## config.mk

```make
export PLATFORM = sky130hd
export DESIGN_NAME = read_arbiter
export DESIGN_NICKNAME = d
export VERILOG_FILES = /design/src/common/mem_bus_pkg.sv /design/src/arbiter/read_arbiter.sv
export SDC_FILE = /design/constraint.sdc
export NUM_CORES = 1
export LEC_CHECK = 0
export ABC_AREA = 1
export BUFFER_PORTS_ARGS = -buffer_cell sky130_fd_sc_hd__buf_2
export CAP_MARGIN = 10
export CORE_AREA = 2 2 121 123
export DETAILED_ROUTE_END_ITERATION = 8
export DIE_AREA = 0 0 123 125
export PLACE_DENSITY = 0.54
export SLEW_MARGIN = 40
export SYNTH_ARGS = -nofsm -noshare
export SYNTH_HDL_FRONTEND = slang
export SYNTH_SLANG_ARGS = --single-unit
export TNS_END_PERCENT = 100
```

## constraint.sdc

```tcl
create_clock -name clk -period 1.6 [get_ports clk]
set_input_delay 0 -clock clk [delete_from_list [all_inputs] [get_ports clk]]
set_output_delay 0 -clock clk [all_outputs]
set_load 0.03 [all_outputs]
```

## src/common/mem_bus_pkg.sv

```systemverilog
package mem_bus_pkg;

    // bus widths
    localparam int ADDR_W = 32;
    localparam int DATA_W = 64;
    localparam int STRB_W = DATA_W / 8;
    localparam int RESP_W = 2;

    typedef logic [ADDR_W-1:0] addr_t;
    typedef logic [DATA_W-1:0] data_t;
    // one strobe bit per data byte
    typedef logic [STRB_W-1:0] strb_t;
    typedef logic [RESP_W-1:0] resp_t;

    // response codes
    localparam resp_t RESP_OKAY   = 2'd0;
    localparam resp_t RESP_SLVERR = 2'd2;

    // read arbiter owner
    typedef enum logic [1:0] {
        ARB_IDLE,
        ARB_LSU,
        ARB_FETCH
    } arb_state_e;

endpackage

```

## src/arbiter/read_arbiter.sv

```systemverilog
`timescale 1ns/1ns

module read_arbiter (
    input  logic               clk,
    input  logic               arst_n_i,
    input  logic               fetch_ar_valid_i,
    input  mem_bus_pkg::addr_t fetch_ar_addr_i,
    input  logic               fetch_r_ready_i,
    input  logic               lsu_ar_valid_i,
    input  mem_bus_pkg::addr_t lsu_ar_addr_i,
    input  logic               lsu_r_ready_i,
    input  logic               mem_ar_ready_i,
    input  logic               mem_r_valid_i,
    input  mem_bus_pkg::resp_t mem_r_resp_i,
    input  mem_bus_pkg::data_t mem_r_data_i,
    output logic               fetch_ar_ready_o,
    output logic               fetch_r_valid_o,
    output mem_bus_pkg::resp_t fetch_r_resp_o,
    output mem_bus_pkg::data_t fetch_r_data_o,
    output logic               lsu_ar_ready_o,
    output logic               lsu_r_valid_o,
    output mem_bus_pkg::resp_t lsu_r_resp_o,
    output mem_bus_pkg::data_t lsu_r_data_o,
    output logic               mem_ar_valid_o,
    output mem_bus_pkg::addr_t mem_ar_addr_o,
    output logic               mem_r_ready_o
);

    mem_bus_pkg::arb_state_e state_q;
    mem_bus_pkg::arb_state_e state_d;
    logic                    ar_fire;
    logic                    r_fire;

    assign ar_fire = mem_ar_valid_o && mem_ar_ready_i;
    assign r_fire  = mem_r_valid_i && mem_r_ready_o;

    // ************************************************************
    // request side, only open while idle
    // ************************************************************
    always_comb begin
        mem_ar_valid_o   = 1'b0;
        lsu_ar_ready_o   = 1'b0;
        fetch_ar_ready_o = 1'b0;
        // lsu address wins when both ask
        mem_ar_addr_o    = lsu_ar_valid_i ? lsu_ar_addr_i : fetch_ar_addr_i;
        if (state_q == mem_bus_pkg::ARB_IDLE) begin
            mem_ar_valid_o   = lsu_ar_valid_i || fetch_ar_valid_i;
            lsu_ar_ready_o   = mem_ar_ready_i;
            fetch_ar_ready_o = mem_ar_ready_i && !lsu_ar_valid_i;
        end
    end

    always_comb begin
        state_d = state_q;
        case (state_q)
            mem_bus_pkg::ARB_IDLE: begin
                if (ar_fire) begin
                    state_d = lsu_ar_valid_i ? mem_bus_pkg::ARB_LSU : mem_bus_pkg::ARB_FETCH;
                end
            end
            mem_bus_pkg::ARB_LSU, mem_bus_pkg::ARB_FETCH: begin
                // owner keeps the channel until its r handshake
                if (r_fire) begin
                    state_d = mem_bus_pkg::ARB_IDLE;
                end
            end
            default: state_d = mem_bus_pkg::ARB_IDLE;
        endcase
    end

    always_ff @(posedge clk or negedge arst_n_i) begin
        if (!arst_n_i) begin
            state_q <= mem_bus_pkg::ARB_IDLE;
        end else begin
            state_q <= state_d;
        end
    end

    // ************************************************************
    // response side, valid steered to the owner only
    // ************************************************************
    assign lsu_r_valid_o   = (state_q == mem_bus_pkg::ARB_LSU) && mem_r_valid_i;
    assign fetch_r_valid_o = (state_q == mem_bus_pkg::ARB_FETCH) && mem_r_valid_i;
    assign mem_r_ready_o   = (state_q == mem_bus_pkg::ARB_LSU)   ? lsu_r_ready_i :
                             (state_q == mem_bus_pkg::ARB_FETCH) ? fetch_r_ready_i : 1'b0;

    // payload goes to both, qualified by valid
    assign lsu_r_resp_o   = mem_r_resp_i;
    assign lsu_r_data_o   = mem_r_data_i;
    assign fetch_r_resp_o = mem_r_resp_i;
    assign fetch_r_data_o = mem_r_data_i;

    // slave only answers a read that some master owns
    a_r_has_owner: assert property (@(posedge clk) disable iff (!arst_n_i)
        mem_r_valid_i |-> state_q != mem_bus_pkg::ARB_IDLE)
        else $error("read response with no owner in ARB_IDLE");

    a_hold_owner: assert property (@(posedge clk) disable iff (!arst_n_i)
        (state_q != mem_bus_pkg::ARB_IDLE) && !r_fire |=> state_q == $past(state_q))
        else $error("arbiter left ARB_LSU/ARB_FETCH without r handshake");

endmodule

```

==> summary.md <==
| Metric | Value |
|---|---|
| Status | completed |
| Seq/Total Area, Yosys | 0.0308 |
| Critical path arrival | 1.41 ns |
| Max clock buf depth | 2 |
| Simple-gate share of the synthesized area | 0.291 |
| Root Driver | clkbuf_16 |
| Hold Vio Cnt, Final | 0 |
| Total GRT Usage | 0.0565 |
| Biggest register | state_q |
| # setup viols final | 0 |
| Post-Place Cells | 429 |
| Area leader, netlist | buf_4 |
| Final net count | 392 |
| Leakage | 0.938 nW |
| Post-Synth Adder-Cell Area | 0.0231 |
| Synth top area cells | buf_4, nand2_1, dfrtp_1 |
| Num Clock Sinks | 2 |
| Die height | 125 um |
| Largest net degree at the start of global routing | 33 |
| Layout cells sized above 1 | 0.486 |
| R2R depth | 9 |
| Chip Width | 123 um |
| Synth Area in Compound Gates | 0 |
| Startpoint class of the critical path | flip-flop |
| Crit-path cells | inv_1, ha_1, nand2_1, nor2_1, buf_2 |
| Clock slew seen by the registers of the worst setup and hold paths | 0.03 ns |
| Slowest-stage cell, CP | dfrtp_1 |
| Post-detail-place hpwl | 3890 um |
| Synthesized cell area | 1630 um2 |
| DR pass1 iterations | 4 |
| Fin crit period | 1.41 ns |
| Synth unique cells | 12 |
| Grt total ovfl | 0 |
| Post-Layout Cell Count | 433 |
| Max IR drop VDD | 0.967 mV |
| Average routed wire per standard cell | 11.1 um |
| Clock Skew | 0.00339 ns |
| RSZ-0062 raised after global routing | false |
| Synthesized Nets | 414 |
| Max_cap viols | 0 |
| Regs by FF count | state_q x2 |
| Initial antenna violation count | 0 |
| Crit path max fanout | 5 |
| Vias | 1329 |
| Fin. max-slew vios | 0 |
| Layout area overhead | -9.38% |
| Worst-Skew Late Latency | 0.22 ns |
| Xor and xnor area share after synthesis | 0 |
| Worst EP required | 1.60 ns |
| Core ar. | 14200 um2 |
| Setup TNS | 0 ns |
| First DRT Iteration DRCs | 46 |
| Drt drc | 0 |
| Post-synthesis mux area share | 0 |
| Slew Limit Headroom | 0.570 |
| Critical path class | reg -> out |
| Period utilization | 0.881 |
| Mapped Cells | 273 |
| ANT nets after route | 0 |
| Antenna diodes | 0 |
| Top cell type's share of synthesized area | 0.614 |
| Cell Rows | 44 |
| Avg Inst Size Synth | 5.96 um2 |
| Slew @ Worst Pin | 0.644 ns |
| Drt via density | 3.07 |
| Largest family of logic cells by synthesized area | buffers and inverters |
| Post-CTS resize count | 0 |
| Seq cells post-synth | 2 |
| # H-tree levels | 1 |
| CTS tree | done |
| First-pass GRT wire length | 6510 um |
| Vias in the first global route | 1175 |
| Cell Pwr Density | 875 nW/um2 |
| Max FFs per register | 2 |
| Fmax | 709 MHz |
| Ys Warns | 0 |
| Final RePlAce weighted congestion | 0.595 |
| Initial Util | 0.115 |
| Num CTS Buffers | 3 |
| Port Buffers | 109 |
| WL final | 4810 um |
| WHS Path Cells | 0 |
| Ports | 308 |
| Die area | 15400 um2 |
| Worst hold path class | in -> out |
| Worst setup EP type | output pin |
| Critical Path Max Stage Delay | 0.39 ns |
layout by cell type (no fill, tap or decap), types with 2 or more instances in the layout:
cell type / Yosys / routed
dfrtp_1: 2 / 2
ha_1: 3 / 3
buf_2: 6 / 109
nand2_1: 107 / 107
nand2_2: 5 / 5
inv_1: 9 / 9
buf_4: 133 / 2
nand3_1: 3 / 3
clkbuf_16: 0 / 3
nor2_1: 2 / 2
through the flow:
step	power (W)	utilization	hold slack, ns	instance area (um2)	setup slack, ns
finish	0.00129	0.104	0.0000170	1470	0.190
global route	0.00139	0.104	0.0000552	1470	0.0917
CTS	0.00130	0.104	0.000300	1470	0.181
detailed placement	0.000913	0.0978	-0.214	1390	0.284
global placement	0.000902	0.0978	-0.210	1390	0.314
floorplan	0.00127	-	-0.296	1630	0.272
synth_stat cells:
cell       n
buf_4    133
nand2_4    1
nand2_2    5
buf_2      6
nand3_1    3
dfrtp_1    2
nor2_1     2
ha_1       3
inv_2      1
nand2_1  107
inv_1      9
and2_1     1
cell type report:
type                       instances  area [um2]
timing repair buffer             112         571
tap                              184         230
clock buffer                       3        75.1
multi-input combinational        122         510
fill                            1709       12700
inverter                          10        37.5
sequential                         2        50.0
critical path, delay by kind of cell (launching register included):
family | cells | cell delay, ns
AND/OR/NAND/NOR | 2 | 0.25
buffers and inverters | 2 | 0.29
adder cells (fa/ha/maj) | 1 | 0.27
flip-flops | 1 | 0.39
final timing paths:
check	start	end	slack [ns]
max reg2reg	state_q[0]	state_q[1]	0.27
max in group asynchronous	arst_n_i	state_q[1]	1.42
min	mem_r_data_i[4]	fetch_r_data_o[4]	0.00002
min reg2reg	state_q[0]	state_q[0]	0.50
max	state_q[0]	fetch_ar_ready_o	0.19
min in group asynchronous	arst_n_i	state_q[0]	0.08
per-layer routing:
layer	up-vias	part of all wire	GRT usage
met3	71	0.17	0.0301
met2	126	0.37	0.0738
met1	501	0.33	0.0538
met4	2	0.12	0.0735
li1	629	-	-
met5	-	0.0073	0.0197
what timing repair did:
item | 4_1_cts | 5_1_grt
hold buffers | 1 | 0
endpoints found under the hold margin | 2 | 0
setup buffers | 0 | 0
power breakdown:
part	switching [W]	internal, W
clock	0.0000633	0.000319
sequential	0.0000161	0.0000721
combinational	0.000538	0.000282
kinds of logic (layout without fill, tap and decap cells):
kind of cell	count (synthesis)	count (layout)
adder cells (fa/ha/maj)	3	3
buffers and inverters	149	125
flip-flops	2	2
AND/OR/NAND/NOR	119	119
(Power assumes the default switching activity.)
