File: src/common/mem_bus_pkg.sv
package mem_bus_pkg;

    // bus widths
    localparam int ADDR_W = 32;
    localparam int DATA_W = 64;
    localparam int STRB_W = DATA_W / 8;
    localparam int RESP_W = 2;

    typedef logic [ADDR_W-1:0] addr_t;
    typedef logic [DATA_W-1:0] data_t;
    // one strobe bit per data byte
    typedef logic [STRB_W-1:0] strb_t;
    typedef logic [RESP_W-1:0] resp_t;

    // response codes
    localparam resp_t RESP_OKAY   = 2'd0;
    localparam resp_t RESP_SLVERR = 2'd2;

    // read arbiter owner
    typedef enum logic [1:0] {
        ARB_IDLE,
        ARB_LSU,
        ARB_FETCH
    } arb_state_e;

endpackage

File: src/common/mem_map_pkg.sv
package mem_map_pkg;

    // first byte of the memory window
    localparam mem_bus_pkg::addr_t MEM_BASE = 32'h8000_0000;

    // window depth in 64-bit words
    localparam int MEM_WORDS = 1024;

    localparam int WORD_IDX_W = $clog2(MEM_WORDS);

    typedef logic [WORD_IDX_W-1:0] word_idx_t;

endpackage

File: src/sram/sram_ctrl.sv
`timescale 1ns/1ns

module sram_ctrl (
    input  logic                   clk,
    input  logic                   arst_n_i,
    input  logic                   ar_valid_i,
    input  mem_bus_pkg::addr_t     ar_addr_i,
    input  logic                   r_ready_i,
    input  logic                   aw_valid_i,
    input  mem_bus_pkg::addr_t     aw_addr_i,
    input  logic                   w_valid_i,
    input  mem_bus_pkg::data_t     w_data_i,
    input  mem_bus_pkg::strb_t     w_strb_i,
    input  logic                   b_ready_i,
    input  mem_bus_pkg::data_t     rd_data_i,
    output logic                   ar_ready_o,
    output logic                   r_valid_o,
    output mem_bus_pkg::resp_t     r_resp_o,
    output mem_bus_pkg::data_t     r_data_o,
    output logic                   aw_ready_o,
    output logic                   w_ready_o,
    output logic                   b_valid_o,
    output mem_bus_pkg::resp_t     b_resp_o,
    output logic                   rd_en_o,
    output mem_map_pkg::word_idx_t rd_idx_o,
    output logic                   wr_en_o,
    output mem_map_pkg::word_idx_t wr_idx_o,
    output mem_bus_pkg::data_t     wr_data_o,
    output mem_bus_pkg::strb_t     wr_strb_o
);

    typedef enum logic {
        RD_IDLE,
        RD_RESP
    } rd_state_e;

    typedef enum logic [1:0] {
        WR_IDLE,
        WR_DATA,
        WR_RESP
    } wr_state_e;

    rd_state_e              rd_state_q;
    wr_state_e              wr_state_q;
    logic                   ar_fire;
    logic                   r_fire;
    logic                   aw_fire;
    logic                   w_fire;
    logic                   b_fire;
    logic                   ar_in_win;
    logic                   rd_hit_q;
    logic                   wr_hit_q;
    mem_map_pkg::word_idx_t wr_idx_q;

    // true when addr falls in [MEM_BASE, MEM_BASE + window)
    function automatic logic in_window(mem_bus_pkg::addr_t addr);
        mem_bus_pkg::addr_t offset;
        offset = addr - mem_map_pkg::MEM_BASE;
        return offset < mem_bus_pkg::addr_t'(mem_map_pkg::MEM_WORDS * mem_bus_pkg::STRB_W);
    endfunction

    assign ar_fire = ar_valid_i && ar_ready_o;
    assign r_fire  = r_valid_o && r_ready_i;
    assign aw_fire = aw_valid_i && aw_ready_o;
    assign w_fire  = w_valid_i && w_ready_o;
    assign b_fire  = b_valid_o && b_ready_i;

    // ************************************************************
    // read channel
    // ************************************************************
    assign ar_in_win = in_window(ar_addr_i);
    assign rd_en_o   = ar_fire && ar_in_win;
    // byte offset bits dropped
    assign rd_idx_o  = ar_addr_i[mem_map_pkg::WORD_IDX_W+2:3];

    always_ff @(posedge clk or negedge arst_n_i) begin
        if (!arst_n_i) begin
            rd_state_q <= RD_IDLE;
            rd_hit_q   <= 1'b0;
        end else begin
            case (rd_state_q)
                RD_IDLE: begin
                    if (ar_fire) begin
                        rd_state_q <= RD_RESP;
                        rd_hit_q   <= ar_in_win;
                    end
                end
                RD_RESP: begin
                    if (r_fire) begin
                        rd_state_q <= RD_IDLE;
                    end
                end
                default: rd_state_q <= RD_IDLE;
            endcase
        end
    end

    assign ar_ready_o = (rd_state_q == RD_IDLE);
    assign r_valid_o  = (rd_state_q == RD_RESP);
    // array holds its word until the next rd_en
    assign r_data_o   = rd_hit_q ? rd_data_i : '0;
    assign r_resp_o   = rd_hit_q ? mem_bus_pkg::RESP_OKAY : mem_bus_pkg::RESP_SLVERR;

    // ************************************************************
    // write channel, aw then w then b
    // ************************************************************
    always_ff @(posedge clk or negedge arst_n_i) begin
        if (!arst_n_i) begin
            wr_state_q <= WR_IDLE;
            wr_hit_q   <= 1'b0;
        end else begin
            case (wr_state_q)
                WR_IDLE: begin
                    if (aw_fire) begin
                        wr_state_q <= WR_DATA;
                        wr_hit_q   <= in_window(aw_addr_i);
                    end
                end
                WR_DATA: begin
                    if (w_fire) begin
                        wr_state_q <= WR_RESP;
                    end
                end
                WR_RESP: begin
                    if (b_fire) begin
                        wr_state_q <= WR_IDLE;
                    end
                end
                default: wr_state_q <= WR_IDLE;
            endcase
        end
    end

    always_ff @(posedge clk) begin
        if (aw_fire) begin
            wr_idx_q <= aw_addr_i[mem_map_pkg::WORD_IDX_W+2:3];
        end
    end

    assign aw_ready_o = (wr_state_q == WR_IDLE);
    assign w_ready_o  = (wr_state_q == WR_DATA);
    assign b_valid_o  = (wr_state_q == WR_RESP);
    assign b_resp_o   = wr_hit_q ? mem_bus_pkg::RESP_OKAY : mem_bus_pkg::RESP_SLVERR;

    // outside writes never reach the array
    assign wr_en_o   = w_fire && wr_hit_q;
    assign wr_idx_o  = wr_idx_q;
    assign wr_data_o = w_data_i;
    assign wr_strb_o = w_strb_i;

    a_r_hold: assert property (@(posedge clk) disable iff (!arst_n_i)
        r_valid_o && !r_ready_i |=> r_valid_o && $stable(r_data_o) && $stable(r_resp_o))
        else $error("r channel changed while stalled");

    a_b_hold: assert property (@(posedge clk) disable iff (!arst_n_i)
        b_valid_o && !b_ready_i |=> b_valid_o && $stable(b_resp_o))
        else $error("b channel changed while stalled");

endmodule

File: config.mk
export PLATFORM = sky130hd
export DESIGN_NAME = sram_ctrl
export DESIGN_NICKNAME = d
export VERILOG_FILES = /design/src/common/mem_bus_pkg.sv /design/src/common/mem_map_pkg.sv /design/src/sram/sram_ctrl.sv
export SDC_FILE = /design/constraint.sdc
export NUM_CORES = 1
export LEC_CHECK = 0
export BUFFER_PORTS_ARGS = -buffer_cell sky130_fd_sc_hd__buf_2
export CAP_MARGIN = 15
export CELL_PAD_IN_SITES_DETAIL_PLACEMENT = 0
export CELL_PAD_IN_SITES_GLOBAL_PLACEMENT = 1
export CORE_AREA = 2 2 143 145
export DETAILED_ROUTE_END_ITERATION = 7
export DIE_AREA = 0 0 145 147
export PLACE_DENSITY = 0.56
export SYNTH_ARGS = -nofsm -noshare
export SYNTH_HDL_FRONTEND = slang
export SYNTH_SLANG_ARGS = --single-unit
File: constraint.sdc
create_clock -name clk -period 5.4 [get_ports clk]
set_input_delay 0.27 -clock clk [delete_from_list [all_inputs] [get_ports clk]]
set_output_delay 0.27 -clock clk [all_outputs]
set_load 0.005 [all_outputs]
==> impl_metrics.py, run 1 <==
metrics = {
    "pwr": {
        "power_switching_w": 0.00009803,
        "leakage_nw": 1.379,
        "ir_drop_mv": 0.09472,
        "p_int_w": 0.0002906,
        "pwr-share-clk_pct": 38.9,
        "power_frac_comb_pct": 22.4,
        "p_seq_share_pct": 38.7,
        "power_density_nw_per_um2": 155.5,
        "swShare_pct": 25.22,
    },
    "global_routing": {
        "grt.overflow.total": 0,
        "grt_pass1_wl_um": 8769,
        "antenna_found_initial": 0,
        "grt_pass1_vias": 1664,
        "grt_usage_pct": 5.342,
        "grt_max_degree": 66,
    },
    "finish": {
        "final_cells": 591,
        "fin_nets": 529,
        "area_growth_pct": 46.52,
        "layout-drive-gt1-share_pct": 65.73,
        "nFillCells": 2290,
        "diodes": 0,
    },
    "sta": {
        "period_share_pct": 33.98,
        "max-slew-margin-rel_pct": 27.60,
        "tightest_slew_ns": 1.081,
        "fmax_mhz": 545.0,
        "min_period_ns": 1.835,
        "maxSlewViolCount": 0,
        "setup_viol": 0,
        "final.setup.tns_ns": 0,
        "grt_setup_unrepaired": "false",
        "skew_ns": 0.0007924,
        "hold_viol": 0,
    },
    "run_status": {
        "status": "finished clean",
    },
    "synth": {
        "synthArstFlopShare_pct": 33.33,
        "syn_inst": 204,
        "syn_area_per_cell_sq_um": 8.360,
        "synth_seq_cells": 15,
        "synth_area_leader_cell": "buf_4",
        "synth.area.top_cells": "buf_4, and2_1, edfxtp_1",
        "yosysMostFrequentCell": "buf_4",
        "yosysSeqAreaShare_pct": 24.94,
        "synth_cell_type_count": 25,
        "synth-edff-count": 10,
        "ys_top_cells_by_count": "buf_4, and2_1, edfxtp_1",
        "synth.top_cell.area_share_pct": 36.98,
        "synth-main-ff-cell": "edfxtp_1",
        "ys.warnings.count": 0,
        "netlist_area_sq_um": 1705,
    },
    "placed_design": {
        "io_buffer_count": 201,
        "hpwl_um": 5451,
        "dp.cells": 586,
        "routabilityCongestion": 0.6611,
    },
    "route": {
        "vias": 1691,
        "wirelength_um": 6153,
        "ant_nets": 0,
        "dr.pass1.iters": 2,
        "drtIter0Drc": 21,
        "wl_per_cell_um": 10.41,
        "route.detailed.drc": 0,
        "avgViaCountPerCell": 2.861,
    },
    "setup_path": {
        "crit_path_end_kind": "primary output",
        "r2r_start": "wr_state_q[1]",
        "crit_type": "in2out",
        "crit_required_ns": 5.13,
        "r2r_slack_ns": 3.62,
        "worstPathArrival_ns": 1.56,
        "timing.rr.end": "wr_hit_q",
        "path_max_fanout": 2,
        "reg2regPathDepth": 3,
        "critPathLaunchType": "input port",
    },
    "cts": {
        "htree_levels": 1,
        "cts.repair.resized": 0,
        "cts_tree": "built",
        "post_cts.repair.setup_buffers": 0,
        "cts_root_buf": "clkbuf_16",
        "cts_buffers": 3,
        "clock_latency_ns": 0.25,
        "clkSlewWorstSetupHoldPaths_ns": 0.05,
        "clock_path_buffers": 2,
        "ctsHoldBuffers": 1,
        "clock_sinks": 15,
    },
    "floorplan": {
        "die_w_um": 145,
        "start_util_pct": 8.594,
        "coreArea_sq_um": 19840,
        "dieArea_sq_um": 21320,
        "die_h_um": 147,
        "boundaryPins": 374,
        "rows": 52,
    },
    "hold_path": {
        "min-delay-start": "aw_addr_i[6]",
        "whs_path_depth": 1,
        "hold_class": "in2reg",
        "min_delay_worst_endpoint": "wr_idx_o[3]",
    },
    "run": {
        "drv_cap": 0,
    },
}
==> worst max path at each step <==
stage | cells after the start | slack (ns) | end | from
finish | 5 | 3.57 | rd_en_o | ar_addr_i[19]
global route | 3 | 3.32 | wr_hit_q | wr_state_q[1]
CTS | 5 | 3.47 | rd_en_o | ar_addr_i[19]
detailed placement | 5 | 3.48 | rd_en_o | ar_addr_i[19]
global placement | 5 | 3.55 | rd_en_o | ar_addr_i[22]
floorplan | 3 | 3.66 | wr_hit_q | wr_state_q[1]
==> worst max-delay path: stages <==
cell and delay (ns):
buf_2 0.10, nor4_2 0.26, nand4_1 0.34, nor4_1 0.40
buf_2 0.19
==> cells by family (layout without fill, tap and decap cells) <==
group / after synthesis / after routing / share of synthesized area, %
simple gates: 86 / 86 / 32.06
other cells: 1 / 2 / 0.2199
flops: 15 / 15 / 24.95
buf+inv: 96 / 212 / 39.62
compound gates: 5 / 5 / 2.568
mux: 1 / 1 / 0.5870
==> registers in the layout (all words and copies together), names as in the netlist <==
register	count
wr_hit_q	1
wr_state_q	2
wr_idx_o	10
rd_hit_q	1
r_valid_o	1
==> area by class of cell <==
class,count,area (sq um),share of cell area [%]
inverters,5,18.77,0.7511
clock inverters,1,5.005,0.2003
flip-flops and latches,15,425.4,17.03
clock buffers,3,75.07,3.005
multi-input cells,94,613.1,24.54
well taps,270,337.8,13.52
repair buffers,203,1023,40.96
==> metrics by stage <==
step                utilization (%)  total power, W  area, sq um  hold slack [ns]  worst slack (ns)
finish                        12.59       0.0003887         2499           0.1923             3.565
global placement              12.14       0.0002405         2409           0.1368             3.546
detailed placement            12.14       0.0002420         2409           0.1389             3.484
global route                  12.59       0.0004165         2499           0.1834             3.321
floorplan                         -       0.0002228         1709         -0.02559             3.664
CTS                           12.59       0.0004016         2499           0.1834             3.474
==> power by group through the flow <==
stage	Sequential (W)	Clock [W]	Combinational [W]
5_1_grt	0.000153	0.000166	0.0000978
3_5_place_dp	0.000153	0	0.0000893
3_3_place_gp	0.000152	0	0.0000884
2_1_floorplan	0.000152	0	0.0000706
6_report	0.000150	0.000151	0.0000870
4_1_cts	0.000151	0.000161	0.0000898
==> layout by cell type, fill, tap and decap left out <==
master,synthesis,final
a22o_1,1,1
nor2b_1,2,2
dfrtp_1,5,5
buf_4,84,1
a21o_1,1,1
and3_1,1,1
clkinv_2,0,1
nor3b_2,0,1
inv_1,5,5
nor3_1,2,2
o41ai_2,1,1
nand3_1,1,1
mux2i_1,1,1
and2_1,64,64
o22ai_1,1,1
a21oi_1,1,1
nand4_1,2,2
nor4b_1,1,1
nor4_2,2,2
clkbuf_16,0,3
conb_1,1,2
edfxtp_1,10,10
nor4b_2,1,1
dlygate4sd3_1,0,1
nor4_1,4,4
buf_2,0,201
nand2_1,1,1
nor2_1,4,4
==> metal layers <==
| metal | vias to the layer above | global-route usage [%] | part of all wire, % |
|---|---|---|---|
| li1 | 791 | - | - |
| met1 | 703 | 4.713 | 32 |
| met2 | 161 | 9.976 | 50 |
| met3 | 36 | 2.360 | 13 |
| met4 | 0 | 3.267 | 4.2 |
| met5 | - | 0 | 0 |
No activity file was read; power rests on OpenSTA's default activity.
==> run 2, diff against run 1 <==
--- a/config.mk
+++ b/config.mk
@@ -9,10 +9,10 @@
 export CAP_MARGIN = 15
 export CELL_PAD_IN_SITES_DETAIL_PLACEMENT = 0
 export CELL_PAD_IN_SITES_GLOBAL_PLACEMENT = 1
-export CORE_AREA = 2 2 143 145
+export CORE_AREA = 2 2 144 146
 export DETAILED_ROUTE_END_ITERATION = 7
-export DIE_AREA = 0 0 145 147
-export PLACE_DENSITY = 0.56
+export DIE_AREA = 0 0 146 148
+export PLACE_DENSITY = 0.55
 export SYNTH_ARGS = -nofsm -noshare
 export SYNTH_HDL_FRONTEND = slang
 export SYNTH_SLANG_ARGS = --single-unit
==> constraint.sdc (replaced) <==
create_clock -name clk -period 1.8 [get_ports clk]
set_input_delay 0.09 -clock clk [delete_from_list [all_inputs] [get_ports clk]]
set_output_delay 0.09 -clock clk [all_outputs]
set_load 0.005 [all_outputs]
==> run 2 against run 1 <==
Effect of this change: combinational power rose to 3.3 times the previous value; die area up 1.4%; critical path depth down 1; clock skew up 0.0021 ns; power rose to 3.1 times the previous value; highest routed layer unchanged.
==> impl_metrics.py, run 2 (same netlist as run 1, synthesis figures left out) <==
metrics = {
    "placed_design": {
        "pre_cts_slack_ns": 0.5022,
        "hpwl_um": 6763,
        "routabilityCongestion": 0.6693,
        "io_buffer_count": 201,
    },
    "floorplan": {
        "dieArea_sq_um": 21610,
        "rows": 52,
        "start_util_pct": 8.510,
        "boundaryPins": 374,
        "die_h_um": 148,
        "coreArea_sq_um": 20040,
        "die_w_um": 146,
    },
    "cts": {
        "cts_tree": "built",
        "cts_buffers": 3,
        "cts.repair.resized": 0,
        "clkSlewWorstSetupHoldPaths_ns": 0.06,
        "clock_path_buffers": 2,
        "ctsHoldBuffers": 3,
        "post_cts.repair.setup_buffers": 0,
        "clock_sinks": 15,
        "cts_root_buf": "clkbuf_16",
        "clock_latency_ns": 0.25,
        "htree_levels": 1,
    },
    "setup_path": {
        "critPathLaunchType": "register",
        "path_cells": "inv_1 -> nand3_1 -> nor4_1 -> buf_2",
        "worstPathArrival_ns": 1.33,
        "reg2regPathDepth": 4,
        "crit_required_ns": 1.71,
        "timing.rr.end": "wr_hit_q",
        "critPathMaxStageDelay_ns": 0.42,
        "path_max_fanout": 4,
        "r2r_start": "wr_state_q[1]",
        "crit_path_end_kind": "primary output",
        "crit_type": "reg2out",
        "r2r_slack_ns": 0.55,
        "cpMaxStageDelayCell": "dfrtp_1",
    },
    "route": {
        "wl_per_cell_um": 12.69,
        "wirelength_um": 7539,
        "avgViaCountPerCell": 2.911,
        "vias": 1729,
        "route.detailed.drc": 0,
        "drtIter0Drc": 16,
        "ant_nets": 0,
        "dr.pass1.iters": 2,
    },
    "run_status": {
        "status": "finished clean",
    },
    "sta": {
        "final.setup.tns_ns": 0,
        "hold_viol": 0,
        "fmax_mhz": 703.7,
        "grt_setup_unrepaired": "false",
        "skew_ns": 0.002930,
        "min_period_ns": 1.421,
        "maxSlewViolCount": 0,
        "period_share_pct": 78.95,
        "fin_ws_ns": 0.3789,
        "setup_viol": 0,
    },
    "pwr": {
        "leakage_nw": 1.395,
        "ir_drop_mv": 0.2260,
        "power_density_nw_per_um2": 473.6,
    },
    "global_routing": {
        "grt_max_degree": 66,
        "grt_pass1_wl_um": 10630,
        "grt_pass1_vias": 1846,
        "grt.overflow.total": 0,
        "antenna_found_initial": 0,
        "grt_usage_pct": 6.537,
    },
    "finish": {
        "seq_area_sq_um": 425.4,
        "diodes": 0,
        "final_cell_mix": "buf_2, and2_1, edfxtp_1",
        "area_growth_pct": 48.86,
        "largest_reg_flops": 10,
        "nFillCells": 2311,
        "layout-drive-gt1-share_pct": 65.43,
        "multi_input_area_sq_um": 613.1,
        "final_common_cell": "buf_2",
        "fin_nets": 532,
    },
    "hold_path": {
        "whs_path_depth": 1,
        "hold_class": "in2reg",
        "min-delay-start": "aw_addr_i[9]",
        "min_delay_worst_endpoint": "wr_idx_o[6]",
    },
    "run": {
        "drv_cap": 0,
    },
}
[run 2: cell types whose count changed in the layout (fill, tap and decap cells not counted)]
cell / delta
dlygate4sd3_1: +2
buf_12: +1
[run 2: per-layer routing]
metal  part of all wire, %  routed length [um]  vias to the layer above  track usage (%)
met5                     0                   0                        -                0
met4                   2.7                 205                        0            2.718
met3                    12                 919                       23            2.407
met2                    54                4062                      160            13.18
met1                    31                2351                      746            5.778
li1                      -                   -                      800                -
[run 2: power breakdown]
part / internal (W) / total [W] / switching, W
clock: 0.000298 / 0.000467 / 0.000169
sequential: 0.000423 / 0.000451 / 0.0000283
combinational: 0.000159 / 0.000283 / 0.000124
total: 0.000881 / 0.00120 / 0.000322
[run 2: worst max-delay path by stage]
stage                       start       end  slack, ns  depth (start not counted)
finish                  r_valid_o   rd_en_o       0.38                          4
global route            r_valid_o   rd_en_o       0.23                          4
floorplan           wr_state_q[1]  wr_hit_q       0.06                          3
CTS                     r_valid_o   rd_en_o       0.34                          4
detailed placement  wr_state_q[1]  wr_hit_q       0.50                          4
global placement    ar_addr_i[22]   rd_en_o       0.55                          5
[run 2: critical path: cells and delay by family (launching register included)]
kind          cells  cell delay, ns
flops             1            0.42
simple gates      2            0.36
buf+inv           2            0.30
[run 2: layout make-up]
cell class | count | area share, %
timing repair buffer | 206 | 41.89
clock buffer | 3 | 2.957
sequential | 15 | 16.76
inverter | 5 | 0.7393
tap | 270 | 13.31
multi-input combinational | 94 | 24.15
clock inverter | 1 | 0.1971
[run 2: per-stage QoR]
stage / area, sq um / hold WS [ns] / std cells / power (W) / util (%)
final: 2539 / 0.01032 / 594 / 0.001202 / 12.67
after global routing: 2539 / 0.001617 / 594 / 0.001280 / 12.67
after CTS: 2539 / 0.0001755 / 594 / 0.001259 / 12.67
after detailed placement: 2429 / -0.07219 / 587 / 0.0007537 / 12.12
after global placement: 2429 / -0.06636 / 587 / 0.0007513 / 12.12
after floorplan: 1709 / -0.2056 / 205 / 0.0006683 / -
==> run 3, diff against run 2 <==
--- a/config.mk
+++ b/config.mk
@@ -12,7 +12,7 @@
 export CORE_AREA = 2 2 144 146
 export DETAILED_ROUTE_END_ITERATION = 7
 export DIE_AREA = 0 0 146 148
-export PLACE_DENSITY = 0.55
+export PLACE_DENSITY = 0.57
 export SYNTH_ARGS = -nofsm -noshare
 export SYNTH_HDL_FRONTEND = slang
 export SYNTH_SLANG_ARGS = --single-unit
==> constraint.sdc (replaced) <==
create_clock -name clk -period 1.3 [get_ports clk]
set_input_delay 0.065 -clock clk [delete_from_list [all_inputs] [get_ports clk]]
set_output_delay 0.065 -clock clk [all_outputs]
set_load 0.005 [all_outputs]
==> run 3 against run 2 <==
Effect of this change: combinational power increased by 60%; core utilization up 0.90 points; final area is 7.1% higher; first-iteration DRC count is 81% higher; routed wire length decreased by 0.88%; sequential power is 39% higher; sequential cell count unchanged; die area did not move.
==> impl_metrics.py, run 3 (same netlist as run 1, synthesis figures left out) <==
metrics = {
    "finish": {
        "area_growth_pct": 59.43,
        "final_common_cell": "buf_2",
        "postLayoutCoreUtil_pct": 13.57,
        "design_area_sq_um": 2719,
        "final_cell_mix": "buf_2, and2_1, dlygate4sd3_1",
        "nFillCells": 2347,
        "largest_reg_flops": 10,
        "final_cells": 608,
        "fin_nets": 545,
        "layout-drive-gt1-share_pct": 65.58,
    },
    "route": {
        "wirelength_um": 7473,
        "vias": 1788,
        "route.detailed.drc": 0,
        "avgViaCountPerCell": 2.941,
        "dr.pass1.iters": 4,
        "ant_nets": 0,
        "drtIter0Drc": 29,
        "wl_per_cell_um": 12.29,
    },
    "floorplan": {
        "die_h_um": 148,
        "rows": 52,
        "start_util_pct": 8.510,
        "die_w_um": 146,
        "dieArea_sq_um": 21610,
        "coreArea_sq_um": 20040,
        "boundaryPins": 374,
    },
    "setup_path": {
        "crit_path_end_kind": "primary output",
        "worstPathArrival_ns": 1.17,
        "path_max_fanout": 5,
        "crit_type": "reg2out",
        "crit_required_ns": 1.24,
        "critPathLaunchType": "register",
    },
    "sta": {
        "grt_setup_unrepaired": "true",
        "fin_ws_ns": 0.06493,
        "skew_ns": 0.002269,
        "setup_viol": 0,
        "min_period_ns": 1.235,
        "fmax_mhz": 809.7,
        "maxSlewViolCount": 0,
        "timing.hold.ws_ns": 0.06577,
        "hold_viol": 0,
        "period_share_pct": 95.01,
    },
    "cts": {
        "htree_levels": 1,
        "clock_latency_ns": 0.25,
        "clock_sinks": 15,
        "cts_tree": "built",
        "cts_buffers": 3,
        "cts_root_buf": "clkbuf_16",
        "clkSlewWorstSetupHoldPaths_ns": 0.05,
        "clock_path_buffers": 2,
    },
    "pwr": {
        "power_density_nw_per_um2": 627.8,
        "leakage_nw": 1.458,
        "ir_drop_mv": 0.4686,
    },
    "global_routing": {
        "grt_max_degree": 36,
        "grt_pass1_vias": 1813,
        "grt_pass1_wl_um": 10390,
        "antenna_found_initial": 3,
        "grt.overflow.total": 0,
        "grt_usage_pct": 6.296,
    },
    "run_status": {
        "status": "finished clean",
    },
    "hold_path": {
        "hold_class": "in2reg",
    },
    "run": {
        "drv_cap": 0,
    },
    "placed_design": {
        "pre_cts_slack_ns": 0.06568,
        "dp.cells": 589,
        "hpwl_um": 6757,
        "io_buffer_count": 201,
        "routabilityCongestion": 0.6958,
        "place_area_sq_um": 2450,
    },
}
## run 3: area by class of cell
cell class                 instances  area [sq um]  share of cell area (%)
antenna                            1         2.502                 0.09204
clock buffer                       3         75.07                   2.761
clock inverter                     1         7.507                  0.2761
inverter                           5         18.77                  0.6903
multi-input combinational         94         649.4                   23.88
sequential                        15         426.7                   15.69
tap                              270         337.8                   12.43
timing repair buffer             219          1201                   44.18
## run 3: through the flow
stage | setup TNS (ns) | total power (W)
2_1_floorplan | 0 | 0.0009393
3_3_place_gp | 0 | 0.001040
3_5_place_dp | 0 | 0.001044
4_1_cts | -0.02205 | 0.001736
5_1_grt | -0.01567 | 0.001809
6_report | 0 | 0.001707
## run 3: worst paths after layout
kind                                    start            end  slack, ns  cells after the start
worst max-delay path            wr_state_q[0]        wr_en_o       0.06                      3
worst max register to register  wr_state_q[1]       wr_hit_q       0.15                      4
worst min-delay path            ar_addr_i[29]       rd_hit_q       0.07                      2
max in group asynchronous            arst_n_i  wr_state_q[0]       0.96                      2
min in group asynchronous            arst_n_i  wr_state_q[1]       0.18                      2
worst min register to register       wr_hit_q       wr_hit_q       0.55                      2
## run 3: routing by layer
layer	up-vias	global-route usage [%]	part of all wire, %
li1	828	-	-
met1	770	4.880	28
met2	162	12.64	53
met3	28	3.765	16
met4	0	2.233	2.7
met5	-	0	0
## run 3: power by group
part	switching [W]	internal, W	total (W)
Combinational	0.000178	0.000274	0.000452
Clock	0.000212	0.000415	0.000627
Sequential	0.0000410	0.000587	0.000628
## run 3: timing repair
action / in CTS / in global routing
cloned: 0 / 0
pin swaps: 1 / 1
buffers inserted: 2 / 0
gates resized for setup: 8 / 4
hold buffers: 12 / 0
hold endpoints to repair: 16 / 0
setup endpoints to repair: 8 / 13
## run 3: critical path, cell delays in order, from the launching register on
cell and delay [ns]:
dfrtp_2 0.44, nor2b_2 0.18, and3_1 0.17, buf_2 0.13
